===== config.mk =====
export PLATFORM = sky130hd
export DESIGN_NAME = fetch_frontend
export DESIGN_NICKNAME = d
export VERILOG_FILES = /design/src/design/fetch_pkg.sv /design/src/design/inst_slot_if.sv /design/src/design/fetch_ctrl.sv /design/src/design/fetch_frontend.sv /design/src/design/fetch_pc_counter.sv /design/src/design/line_buffer.sv /design/src/design/predecoder.sv
export SDC_FILE = /design/constraint.sdc
export NUM_CORES = 1
export LEC_CHECK = 0
export ABC_AREA = 1
export BUFFER_PORTS_ARGS = -buffer_cell sky130_fd_sc_hd__buf_2
export CAP_MARGIN = 20
export CORE_MARGIN = 4
export CORE_UTILIZATION = 60
export CTS_BUF_LIST = sky130_fd_sc_hd__clkbuf_8
export DETAILED_ROUTE_END_ITERATION = 6
export GPL_ROUTABILITY_DRIVEN = 0
export HOLD_SLACK_MARGIN = 0.03
export PLACE_DENSITY_LB_ADDON = 0.25
export SLEW_MARGIN = 0
export SYNTH_ARGS = -nofsm -noshare
export SYNTH_HDL_FRONTEND = slang
export SYNTH_SLANG_ARGS = --single-unit
export TNS_END_PERCENT = 10

===== constraint.sdc =====
create_clock -name clk -period 7.4 [get_ports clk]
set_input_delay 2.22 -clock clk [delete_from_list [all_inputs] [get_ports clk]]
set_output_delay 2.22 -clock clk [all_outputs]
set_load 0.1 [all_outputs]

===== src/design/fetch_pkg.sv =====
// shared widths, address and instruction types, fetch enums, opcode and link register constants
`default_nettype none

package fetch_pkg;

    localparam int ADDR_W = 32;  // byte address
    localparam int HALF_W = 16;  // one parcel
    localparam int INST_W = 32;

    typedef logic [ADDR_W-1:0] addr_t;
    typedef logic [HALF_W-1:0] half_t;
    typedef logic [INST_W-1:0] inst_t;  // upper half zero for compressed

    // what the pre-decoder makes of an instruction
    typedef enum logic [1:0] {
        ik_other  = 2'd0,
        ik_branch = 2'd1,  // conditional, incl. c.beqz/c.bnez
        ik_jal    = 2'd2,  // jal and c.j
        ik_jalr   = 2'd3   // jalr, c.jr, c.jalr
    } inst_kind_e;

    typedef enum logic [1:0] {
        fs_request = 2'd0,  // request strobe
        fs_wait    = 2'd1,  // line in flight
        fs_decode  = 2'd2   // draining the line
    } fetch_state_e;

    // major opcodes, bits 6:0
    localparam logic [6:0] OPC_BRANCH = 7'b1100011;
    localparam logic [6:0] OPC_JAL    = 7'b1101111;
    localparam logic [6:0] OPC_JALR   = 7'b1100111;

    // link registers for call/return hints
    localparam logic [4:0] REG_RA = 5'd1;
    localparam logic [4:0] REG_T0 = 5'd5;

endpackage

`default_nettype wire


===== src/design/inst_slot_if.sv =====
// interface carrying one extracted instruction from the line buffer to the pre-decoder
`timescale 1ns/100ps
`default_nettype none

interface inst_slot_if import fetch_pkg::*; ();

    logic  slot_valid;  // one strobe per instruction
    addr_t slot_pc;
    inst_t slot_ir;
    logic  slot_comp;   // 16-bit form

    modport source (
        output slot_valid,
        output slot_pc,
        output slot_ir,
        output slot_comp
    );

    modport sink (
        input slot_valid,
        input slot_pc,
        input slot_ir,
        input slot_comp
    );

endinterface

`default_nettype wire


===== src/design/fetch_ctrl.sv =====
// fetch sequencing FSM: line request strobe, response wait, decode until redirect or line end
`timescale 1ns/100ps
`default_nettype none

module fetch_ctrl import fetch_pkg::*; (
    input  logic clk,
    input  logic rst,
    input  logic ic_resp,
    input  logic line_done,
    input  logic redirect,
    output logic ic_req,
    output logic line_load
);

    fetch_state_e state_q;
    fetch_state_e state_d;

    always_comb begin
        state_d = state_q;
        case (state_q)
            fs_request: begin
                state_d = fs_wait;  // strobe lasts one cycle
            end
            fs_wait: begin
                if (ic_resp) begin
                    state_d = fs_decode;
                end
            end
            fs_decode: begin
                if (redirect || line_done) begin
                    state_d = fs_request;
                end
            end
            default: begin
                state_d = fs_request;
            end
        endcase
    end

    always_ff @(posedge clk) begin
        if (rst) begin
            state_q <= fs_request;  // first request right after reset
        end else begin
            state_q <= state_d;
        end
    end

    // no request while held in reset
    assign ic_req = (state_q == fs_request) && !rst;

    // a response is only taken while one is outstanding
    assign line_load = (state_q == fs_wait) && ic_resp;

endmodule

`default_nettype wire


===== src/design/fetch_frontend.sv =====
// fetch frontend top: FSM, PC counter, line buffer and pre-decoder joined by the slot interface
`timescale 1ns/100ps
`default_nettype none

module fetch_frontend import fetch_pkg::*; #(
    parameter int    LINE_HW  = 4,
    parameter addr_t RESET_PC = 32'h0000_1000
) (
    input  logic                           clk,
    input  logic                           rst,
    output logic                           ic_req,
    output addr_t                          ic_addr,
    input  logic                           ic_resp,
    input  logic [LINE_HW-1:0][HALF_W-1:0] ic_rdat,
    output logic                           inst_valid,
    output addr_t                          inst_pc,
    output inst_t                          inst_ir,
    output inst_kind_e                     inst_kind,
    output logic                           inst_call,
    output logic                           inst_ret,
    output addr_t                          inst_target
);

    logic  line_load;
    logic  line_done;
    logic  redirect;
    addr_t redirect_pc;
    addr_t fetch_pc;

    inst_slot_if slot_if ();

    fetch_ctrl ctrl_i (
        .clk       (clk),
        .rst       (rst),
        .ic_resp   (ic_resp),
        .line_done (line_done),
        .redirect  (redirect),
        .ic_req    (ic_req),
        .line_load (line_load)
    );

    fetch_pc_counter #(
        .LINE_HW  (LINE_HW),
        .RESET_PC (RESET_PC)
    ) pc_i (
        .clk         (clk),
        .rst         (rst),
        .line_done   (line_done),
        .redirect    (redirect),
        .redirect_pc (redirect_pc),
        .fetch_pc    (fetch_pc),
        .ic_addr     (ic_addr)
    );

    line_buffer #(
        .LINE_HW (LINE_HW)
    ) lbuf_i (
        .clk       (clk),
        .rst       (rst),
        .line_load (line_load),
        .ic_rdat   (ic_rdat),
        .fetch_pc  (fetch_pc),
        .redirect  (redirect),
        .slot      (slot_if.source),
        .line_done (line_done)
    );

    predecoder pdec_i (
        .slot        (slot_if.sink),
        .inst_valid  (inst_valid),
        .inst_pc     (inst_pc),
        .inst_ir     (inst_ir),
        .inst_kind   (inst_kind),
        .inst_call   (inst_call),
        .inst_ret    (inst_ret),
        .inst_target (inst_target),
        .redirect    (redirect),
        .redirect_pc (redirect_pc)
    );

endmodule

`default_nettype wire


===== src/design/fetch_pc_counter.sv =====
// fetch PC register with line advance and redirect load, plus line-aligned cache address
`timescale 1ns/100ps
`default_nettype none

module fetch_pc_counter import fetch_pkg::*; #(
    parameter int    LINE_HW  = 4,
    parameter addr_t RESET_PC = 32'h0000_1000
) (
    input  logic  clk,
    input  logic  rst,
    input  logic  line_done,
    input  logic  redirect,
    input  addr_t redirect_pc,
    output addr_t fetch_pc,
    output addr_t ic_addr
);

    localparam int OFF_W = $clog2(LINE_HW) + 1;  // byte offset bits inside a line

    addr_t pc_q;       // exact PC, low bits pick the entry parcel
    addr_t line_base;

    assign line_base = {pc_q[ADDR_W-1:OFF_W], {OFF_W{1'b0}}};

    always_ff @(posedge clk) begin
        if (rst) begin
            pc_q <= RESET_PC;
        end else if (redirect) begin
            pc_q <= redirect_pc;  // wins over line end
        end else if (line_done) begin
            pc_q <= line_base + addr_t'(2 * LINE_HW);  // next sequential line
        end
    end

    assign fetch_pc = pc_q;
    assign ic_addr  = line_base;

endmodule

`default_nettype wire


===== src/design/line_buffer.sv =====
// line holding register with parcel cursor, cross-line carry and one-per-cycle instruction split
`timescale 1ns/100ps
`default_nettype none

module line_buffer import fetch_pkg::*; #(
    parameter int LINE_HW = 4
) (
    input  logic                          clk,
    input  logic                          rst,
    input  logic                          line_load,
    input  logic [LINE_HW-1:0][HALF_W-1:0] ic_rdat,
    input  addr_t                         fetch_pc,
    input  logic                          redirect,
    inst_slot_if.source                   slot,
    output logic                          line_done
);

    localparam int IDX_W = $clog2(LINE_HW);
    localparam int CUR_W = IDX_W + 1;  // cursor can reach LINE_HW
    localparam int OFF_W = IDX_W + 1;

    half_t [LINE_HW-1:0] line_q;
    logic                valid_q;
    logic [CUR_W-1:0]    cur_q;
    half_t               carry_q;        // low half of a straddling instruction
    logic                carry_valid_q;

    logic [IDX_W-1:0] idx_lo;
    logic [IDX_W-1:0] idx_hi;
    half_t            hw_lo;
    half_t            hw_hi;
    addr_t            line_base;
    logic             complete;       // a whole instruction sits at the cursor
    logic [CUR_W-1:0] adv;
    logic [CUR_W-1:0] cur_next;
    logic             tail_start;
    logic             tail_left;      // only a 32-bit start remains

    assign idx_lo     = cur_q[IDX_W-1:0];
    assign idx_hi     = idx_lo + IDX_W'(1);  // wraps, unused at the last parcel
    assign hw_lo      = line_q[idx_lo];
    assign hw_hi      = line_q[idx_hi];
    assign line_base  = {fetch_pc[ADDR_W-1:OFF_W], {OFF_W{1'b0}}};
    assign tail_start = line_q[LINE_HW-1][1:0] == 2'b11;

    always_comb begin
        complete       = 1'b1;
        adv            = CUR_W'(1);
        slot.slot_comp = 1'b0;
        slot.slot_ir   = {hw_hi, hw_lo};
        slot.slot_pc   = line_base + addr_t'({cur_q, 1'b0});
        if (carry_valid_q) begin
            // upper half is parcel 0 of this line
            slot.slot_ir = {line_q[0], carry_q};
            slot.slot_pc = line_base - addr_t'(2);
        end else if (hw_lo[1:0] != 2'b11) begin
            slot.slot_comp = 1'b1;
            slot.slot_ir   = {{HALF_W{1'b0}}, hw_lo};
        end else if (cur_q == CUR_W'(LINE_HW - 1)) begin
            complete = 1'b0;  // straddles into the next line
        end else begin
            adv = CUR_W'(2);
        end
    end

    assign cur_next  = cur_q + adv;
    assign tail_left = !complete || (cur_next == CUR_W'(LINE_HW - 1) && tail_start);

    assign slot.slot_valid = valid_q && complete;
    assign line_done       = valid_q && ((complete && cur_next == CUR_W'(LINE_HW)) || tail_left);

    always_ff @(posedge clk) begin
        if (line_load) begin
            line_q <= ic_rdat;
        end
        if (valid_q && tail_left) begin
            carry_q <= line_q[LINE_HW-1];
        end
    end

    always_ff @(posedge clk) begin
        if (rst) begin
            valid_q       <= 1'b0;
            cur_q         <= '0;
            carry_valid_q <= 1'b0;
        end else if (redirect) begin
            valid_q       <= 1'b0;  // rest of the line is off path
            carry_valid_q <= 1'b0;
        end else if (line_load) begin
            valid_q <= 1'b1;
            cur_q   <= {1'b0, fetch_pc[OFF_W-1:1]};  // entry parcel
        end else if (valid_q) begin
            cur_q <= cur_next;
            if (line_done) begin
                valid_q <= 1'b0;
            end
            if (carry_valid_q) begin
                carry_valid_q <= 1'b0;  // carried instruction went out
            end
            if (tail_left) begin
                carry_valid_q <= 1'b1;
            end
        end
    end

endmodule

`default_nettype wire


===== src/design/predecoder.sv =====
// instruction classifier with call/return hints, target compute and static jump/branch redirect
`timescale 1ns/100ps
`default_nettype none

module predecoder import fetch_pkg::*; (
    inst_slot_if.sink slot,
    output logic       inst_valid,
    output addr_t      inst_pc,
    output inst_t      inst_ir,
    output inst_kind_e inst_kind,
    output logic       inst_call,
    output logic       inst_ret,
    output addr_t      inst_target,
    output logic       redirect,
    output addr_t      redirect_pc
);

    inst_t      ir;
    logic [6:0] opc;
    logic [4:0] rd;       // also rs1 of c.jr/c.jalr
    logic [4:0] rs1;
    addr_t      imm_b;
    addr_t      imm_j;
    addr_t      imm_i;
    addr_t      imm_cj;
    addr_t      imm_cb;
    logic       c_j;
    logic       c_br;
    logic       c_jr;
    logic       rd_link;
    logic       rs1_link;
    logic       back;     // negative offset

    assign ir  = slot.slot_ir;
    assign opc = ir[6:0];
    assign rd  = ir[11:7];
    assign rs1 = ir[19:15];

    assign imm_b  = {{19{ir[31]}}, ir[31], ir[7], ir[30:25], ir[11:8], 1'b0};
    assign imm_j  = {{11{ir[31]}}, ir[31], ir[19:12], ir[20], ir[30:21], 1'b0};
    assign imm_i  = {{20{ir[31]}}, ir[31:20]};
    assign imm_cj = {{20{ir[12]}}, ir[12], ir[8], ir[10:9], ir[6], ir[7], ir[2], ir[11],
                     ir[5:3], 1'b0};
    assign imm_cb = {{23{ir[12]}}, ir[12], ir[6:5], ir[2], ir[11:10], ir[4:3], 1'b0};

    // compressed control transfers, quadrants 1 and 2
    assign c_j  = ir[15:13] == 3'b101 && ir[1:0] == 2'b01;
    assign c_br = ir[15:14] == 2'b11 && ir[1:0] == 2'b01;
    assign c_jr = ir[15:13] == 3'b100 && ir[1:0] == 2'b10 && ir[6:2] == 5'd0;

    assign rd_link  = rd == REG_RA || rd == REG_T0;
    assign rs1_link = rs1 == REG_RA || rs1 == REG_T0;

    always_comb begin
        inst_kind   = ik_other;
        inst_call   = 1'b0;
        inst_ret    = 1'b0;
        back        = 1'b0;
        inst_target = slot.slot_pc + (slot.slot_comp ? addr_t'(2) : addr_t'(4));
        if (slot.slot_comp) begin
            if (c_j) begin
                inst_kind   = ik_jal;
                inst_target = slot.slot_pc + imm_cj;
            end else if (c_br) begin
                inst_kind   = ik_branch;
                inst_target = slot.slot_pc + imm_cb;
                back        = ir[12];
            end else if (c_jr) begin
                inst_kind   = ik_jalr;
                inst_target = '0;  // register value not known here
                inst_call   = ir[12];
                inst_ret    = (rd == REG_RA && !ir[12]) || rd == REG_T0;
            end
        end else begin
            case (opc)
                OPC_BRANCH: begin
                    inst_kind   = ik_branch;
                    inst_target = slot.slot_pc + imm_b;
                    back        = ir[31];
                end
                OPC_JAL: begin
                    inst_kind   = ik_jal;
                    inst_target = slot.slot_pc + imm_j;
                    inst_call   = rd_link;
                end
                OPC_JALR: begin
                    inst_kind   = ik_jalr;
                    inst_target = imm_i;  // offset only
                    inst_call   = rd_link;
                    inst_ret    = rs1_link && rs1 != rd;
                end
                default: begin
                    inst_kind = ik_other;
                end
            endcase
        end
    end

    assign inst_valid = slot.slot_valid;
    assign inst_pc    = slot.slot_pc;
    assign inst_ir    = ir;

    // jumps always, branches only backwards
    assign redirect    = slot.slot_valid &&
                         (inst_kind == ik_jal || (inst_kind == ik_branch && back));
    assign redirect_pc = inst_target;

endmodule

`default_nettype wire


Yosys cells after proc, flatten, opt, wreduce, memory -nomap -nowiden
Index checks and enable logic that the tools add are counted.
{"block": "op_classes", "n_addsub": 10, "order_cmp": 2, "eq_ne": 24, "mux": 51, "bitwise": 2, "reduce_logical": 34}
{"cell": "$mux W32", "count": 9}
{"cell": "$add A32 B32 Y32", "count": 5}
{"cell": "$pmux W32 S3", "count": 1}
{"cell": "$bmux W16 S2", "count": 2}
{"cell": "$add A32 B4 Y32", "count": 1}
{"cell": "$add A32 B4 Y32 const B", "count": 1}
{"cell": "$mux W16", "count": 2}
{"cell": "$sub A32 B2 Y32 const B", "count": 1}
{"cell": "$mux W1", "count": 23}
{"cell": "$eq A7 B7 Y1 const B", "count": 3}
{"cell": "$logic_and A1 B1 Y1", "count": 15}
{"cell": "$mux W3", "count": 5}
{"cell": "$mux W2", "count": 7}
{"cell": "$pmux W2 S3", "count": 2}
{"cell": "$eq A2 B2 Y1 const B", "count": 5}
{"cell": "$eq A5 B1 Y1 const B", "count": 2}
{"cell": "$eq A5 B3 Y1 const B", "count": 2}
{"cell": "$eq A3 B3 Y1 const B", "count": 3}
{"cell": "$logic_or A1 B1 Y1", "count": 7}
{"cell": "$eq A2 B1 Y1 const B", "count": 3}
{"cell": "$eq A3 B2 Y1 const B", "count": 2}
{"cell": "$lt A2 B3 Y1 const B", "count": 2}
{"cell": "$reduce_and A2 Y1", "count": 3}
{"cell": "$logic_not A5 Y1", "count": 1}
{"cell": "other kinds (10)", "count": 16}
{"block": "totals", "regBits": 119, "in_bits": 67, "output_inout_bits": 134, "wordCells": 133}

Longest topological paths before layout
{"block": "depth", "ltp_word": 19, "mapped_depth": 35, "ltp_nobuf": 33}

By module
From an unflattened synthesis, not the netlist that was laid out.
{"block": "hier_totals", "cells_unflattened": 2857, "hier_area_um2": 16793.6}
{"mod": "predecoder", "instances": 1, "cells_each": 1698, "area_each_um2": 8511.9, "seq_area_each_um2": 0.0}
{"mod": "line_buffer", "instances": 1, "cells_each": 795, "area_each_um2": 5814.3, "seq_area_each_um2": 2502.4}
{"mod": "fetch_pc_counter", "instances": 1, "cells_each": 350, "area_each_um2": 2367.3, "seq_area_each_um2": 640.6}
{"mod": "fetch_ctrl", "instances": 1, "cells_each": 14, "area_each_um2": 100.1, "seq_area_each_um2": 40.0}

Worst setup path after synthesis
No wires, ideal clock.
{"block": "synth_path", "kind": "reg2out", "startpoint": "register lbuf_i.cur_q[0]", "endpoint": "output inst_target[24]", "arrival_ns": 6.844, "required_time_ns": 5.180, "slack_ns": -1.664, "stages_incl_launch_ff": 20, "n_path_buf": 4, "cell_sequence": "dfxtp_1 > buf_6 > buf_4 > buf_4 > nand2_1 > a32o_1 > o21ai_1 > ha_1 > clkbuf_1 > a21oi_1 > inv_1 > a31oi_1 > o21ai_0 > a21oi_1 > o21ai_0 > a21oi_1 > o21ai_0 > nand3_1 > o21ai_1 > a31oi_1"}
{"block": "synth_via", "word_cells_on_any_way": 36, "classes_between": "7 x add/sub; 9 x eq/ne; 15 x mux; 5 x reduce/logical"}
{"element": "start: declaration", "line": "line_buffer.sv:24", "rtl": "logic [CUR_W-1:0] cur_q;"}
{"element": "start signal: assignment", "line": "line_buffer.sv:91", "rtl": "cur_q <= {1'b0, fetch_pc[OFF_W-1:1]};"}
{"element": "start signal: assignment", "line": "line_buffer.sv:93", "rtl": "cur_q <= cur_next;"}
{"element": "$bmux W16 S2 *", "line": "line_buffer.sv:41", "rtl": "assign hw_lo = line_q[idx_lo];"}
{"element": "$mux W16 (implied by the code) *", "line": "line_buffer.sv:41"}
{"element": "$mux W32 *", "line": "line_buffer.sv:56", "rtl": "end else if (hw_lo[1:0] != 2'b11) begin"}
{"element": "$mux W32 *", "line": "line_buffer.sv:52", "rtl": "if (carry_valid_q) begin"}
{"element": "net inst_ir[12]", "line": "fetch_frontend.sv:17", "rtl": "output inst_t inst_ir,"}
{"element": "$add A32 B32 Y32", "line": "predecoder.sv:66", "rtl": "inst_target = slot.slot_pc + imm_cb;"}
{"element": "$mux W32", "line": "predecoder.sv:64", "rtl": "end else if (c_br) begin"}
{"element": "$mux W32", "line": "predecoder.sv:61", "rtl": "if (c_j) begin"}
{"element": "$mux W32 *", "line": "predecoder.sv:60", "rtl": "if (slot.slot_comp) begin"}
{"element": "end: declaration", "line": "fetch_frontend.sv:21", "rtl": "output addr_t inst_target"}
Mark *: on every way through the listed nets, which the timed path passes. The rest lies on a longest branch. The select of a mux whose other input is x is not followed.

Worst setup path in the final report
{"block": "layout_path", "startpoint": "register pc_i.pc_q[5], in the netlist pc_i.fetch_pc[5]", "endpoint": "output inst_target[31]"}
{"block": "layout_via", "elab_chain_len": 7, "word_cells_on_any_way": 13, "classes_between": "7 x add/sub; 6 x mux"}
{"element": "start: declaration", "line": "fetch_pc_counter.sv:20", "rtl": "addr_t pc_q;"}
{"element": "start signal: assignment", "line": "fetch_pc_counter.sv:29", "rtl": "pc_q <= redirect_pc;"}
{"element": "start signal: assignment", "line": "fetch_pc_counter.sv:31", "rtl": "pc_q <= line_base + addr_t'(2 * LINE_HW);"}
{"element": "$add A32 B4 Y32 / $sub A32 B2 Y32 (equally long branches)", "line": "line_buffer.sv:51, line_buffer.sv:55"}
{"element": "$mux W32 *", "line": "line_buffer.sv:52"}
{"element": "$add A32 B32 Y32", "line": "predecoder.sv:59", "rtl": "inst_target = slot.slot_pc + (slot.slot_comp ? addr_t'(2) : addr_t'(4));"}
{"element": "$mux W32", "line": "predecoder.sv:68", "rtl": "end else if (c_jr) begin"}
{"element": "$mux W32", "line": "predecoder.sv:64"}
{"element": "$mux W32", "line": "predecoder.sv:61"}
{"element": "$mux W32 *", "line": "predecoder.sv:60"}
Every way passes the cells marked *; elsewhere a longest branch is shown, timed or not.

==> results.cfg <==
[cts]
cts_max_level = 4
cts_sinks = 118
cts_root_buf = clkbuf_8
clk_pin_slew_ns = 0.10
numCtsBuffers = 17
clockBufferDepth = 2
clock_latency_ns = 0.47
cts_tree = built
postCtsHoldBufs = 0

[timing]
worstMarginPinSlew_ns = 1.13
drv_slew = 0
max_clock_freq_mhz = 136
period_minus_slack_ns = 7.36
max_slew_margin = 0.241
period_share = 0.994
rsz0062_at_grt = true
finalHoldViolCount = 0
fin_worst_skew_ns = 0.0201
setup_violations = 0

[critical_path]
worstPathRequired_ns = 5.18
end_kind = output pin
worst_ep_arrival_time_ns = 5.14
cp_slowest_cell = ha_2
crit_chain = buf_4 -> inv_2 -> nand3_1 -> nor2_2 -> nand4_1 -> nor2_1 -> a21oi_1 -> xnor2_1 -> ha_2 -> a21oi_1 -> o21ai_0 -> inv_1 -> o2111ai_1 -> a21oi_1 -> or2_2 -> nand3_1 -> nand3_1 -> inv_1 -> nor2_2 -> nand2_1 -> inv_1 -> buf_12
cp_max_fo = 7
max_stage_delay_ns = 0.43
critical_path_class = flip-flop to output pin
crit_path_start_kind = flip-flop

[detailed_routing]
wl_per_cell_um = 19.8
num_vias = 16800
viasPerCell = 6.25
routed_wl_um = 53300
first_iter_violations = 2529
antenna_left = 0
dr.pass1.iters = 7
drc_errors = 16

[die]
die_w_um = 163
ios = 201
initial_core_util = 0.611
dieArea_um2 = 26500
fp-row-count = 56
die_h_um = 163
core_area_um2 = 23500

[power_and_ir_drop]
peakVddDrop_uv = 305
internal-power_mw = 1.76
clkPwrFrac = 0.147
switching_power_mw = 2.64
combPwrFrac = 0.679
p_sw_frac = 0.600
p_per_area_nw_per_um2 = 265
p_seq_frac = 0.174
p_leak_nw = 7.97

[logic_synthesis]
netlist_instances = 2197
synthesis.area_um2 = 14400
syn_area_per_cell_um2 = 6.55
ys_ff_latch = 118
synth_edf_count = 80
synthArstFlopShare = 0
ys.flop_type = edfxtp_1
synth.distinct_cells = 82
yosys_warnings = 0
yosysSeqAreaShare = 0.220

[placement]
place_area_um2 = 15900
dp_hpwl_um = 40700
numPortBuffers = 196
dp.cells = 2643

[global_route]
grt_use_met3 = 0.0944
antenna_found_initial = 0
use_met2 = 0.585
grt_max_degree = 69
grt_pass1_wl_um = 81300
grt-busiest-layer = met2
use_met1 = 0.482
grt-ovfl-total = 0
grt.total_usage = 0.389
grt_pass1_vias = 15400

[outcome]
failed_checks = DRC
status = complete, but fails checks

[finish]
finalNonFillerCells = 2688
drive_above_1_share = 0.201
postLayoutCellArea_um2 = 16600
layout.nets = 2499
syn_to_final_growth_pct = 15.5

[worst_hold_path]
min_path_type = flip-flop to flip-flop

[job]
drv_cap = 0
==> synth_stat cells (6+ instances only) <==
master	count	area, um2
xnor2_1	24	210
nor2_2	17	106
a31oi_1	7	43.8
o21ai_0	127	636
o21ai_1	44	220
a21boi_0	8	60.1
inv_1	241	905
inv_2	29	109
ha_1	73	913
o2111ai_1	7	61.3
clkbuf_1	32	120
nor3_1	36	180
buf_1	6	22.5
nand2_2	20	125
buf_6	6	67.6
buf_2	15	75.1
edfxtp_1	80	2400
nand4_1	34	213
buf_4	46	345
o21a_1	16	120
a211oi_1	6	45.0
nor4_1	10	62.6
o22ai_1	20	125
nor2_1	200	751
nand3_1	159	796
nand2_1	513	1930
nor2_4	12	135
a21oi_1	157	786
o211ai_1	17	128
xor2_1	80	701
or2_2	14	87.6
dfxtp_1	38	761
==> critical path: cells and delay by family, from the launching register on <==
family	cells	cell delay, ns
AO/OA/AOI/OAI	5	1.00
XOR/XNOR	1	0.42
adder cells (fa/ha/maj)	1	0.43
buffers and inverters	6	0.69
flip-flops	1	0.39
AND/OR/NAND/NOR	9	1.73
==> state kept, by name, indices dropped and copies added (netlist names) <==
signal	flops
lbuf_i.cur_q	3
lbuf_i.carry_q	16
lbuf_i.carry_valid_q	1
lbuf_i.line_q	64
pc_i.fetch_pc	31
ctrl_i.state_q	2
lbuf_i.valid_q	1
==> placed cells by master (no fill, tap or decap), drive strengths merged, types with 2 or more instances in the layout <==
cell type,instances
nand3b,4
o22ai,21
and2,4
a21boi,10
o21bai,4
nand4,39
fa,4
inv,281
nor2,230
edfxtp,80
a21o,5
o311ai,2
o31ai,3
nor4,12
nand3,165
a22oi,4
conb,4
clkinv,7
or2,18
nand2,537
nor3,40
a31oi,7
dfxtp,38
o221ai,3
clkinvlp,3
o21a,16
a211oi,6
o2111ai,7
xnor2,25
ha,73
buf,240
clkbuf,18
a21oi,160
o221a,2
o21ai,179
o211ai,19
xor2,87
==> layout make-up <==
cell class / instances / area (um2)
antenna: 1 / 2.50
clock buffer: 17 / 234
clock inverter: 15 / 175
fill: 2028 / 6930
inverter: 275 / 1050
multi-input combinational: 1700 / 9790
sequential: 118 / 3180
tap: 319 / 399
timing repair buffer: 242 / 1790
timing repair inverter: 1 / 5.00
==> logic make-up (layout without fill, tap and decap cells) <==
family | after synthesis | count (layout) | share of synthesized area
simple gates | 1049 | 1049 | 0.331
xor+xnor | 112 | 112 | 0.0739
flops | 118 | 118 | 0.220
buf+inv | 382 | 550 | 0.119
other cells | 1 | 5 | 0.000261
fa+ha+maj | 77 | 77 | 0.0691
compound gates | 458 | 458 | 0.187
==> per-stage QoR <==
step / hold slack (ns) / setup TNS [ns] / utilization / setup WS (ns) / total power [mW]
4_1_cts: 0.455 / 0 / 0.696 / 0.00218 / 4.28
3_3_place_gp: 0.434 / 0 / 0.675 / 0.428 / 3.59
5_1_grt: 0.469 / -0.328 / 0.706 / -0.0656 / 4.57
3_5_place_dp: 0.436 / 0 / 0.675 / 0.347 / 3.62
6_report: 0.452 / 0 / 0.706 / 0.0434 / 4.40
2_1_floorplan: 0.426 / -2.35 / - / -0.423 / 2.87
==> power by group through the flow <==
stage / clock [mW] / combinational, mW / sequential (mW)
global placement: 0 / 2.81 / 0.777
CTS: 0.643 / 2.87 / 0.764
global route: 0.673 / 3.13 / 0.769
floorplan: 0 / 2.10 / 0.766
detailed placement: 0 / 2.85 / 0.778
finish: 0.644 / 2.99 / 0.766
==> path summary, 6_finish.rpt <==
check             slack (ns)                 to              start  cells past startpoint
hold / removal          0.45  lbuf_i.carry_q[9]  lbuf_i.line_q[57]                      0
setup / recovery        0.04    inst_target[31]   pc_i.fetch_pc[5]                     22
setup reg to reg        2.80  pc_i.fetch_pc[22]    lbuf_i.cur_q[0]                     25
hold reg to reg         0.45  lbuf_i.carry_q[9]  lbuf_i.line_q[57]                      0
==> timing repair <==
| item | 4_1_cts | 5_1_grt |
|---|---|---|
| gates cloned | 1 | 1 |
| resized for setup | 7 | 47 |
| setup endpoints to repair | 12 | 21 |
| buffers inserted | 0 | 9 |
| pin swaps | 0 | 4 |
| hold endpoints to repair | 0 | 0 |
==> layer usage <==
layer	wire length [um]	share of wire	up-vias
met4	5390	0.10	0
li1	-	-	7635
met5	0	0	-
met1	18800	0.35	7434
met3	6940	0.13	372
met2	22200	0.42	1367
Note: power is estimated with default switching activity, not from simulation.
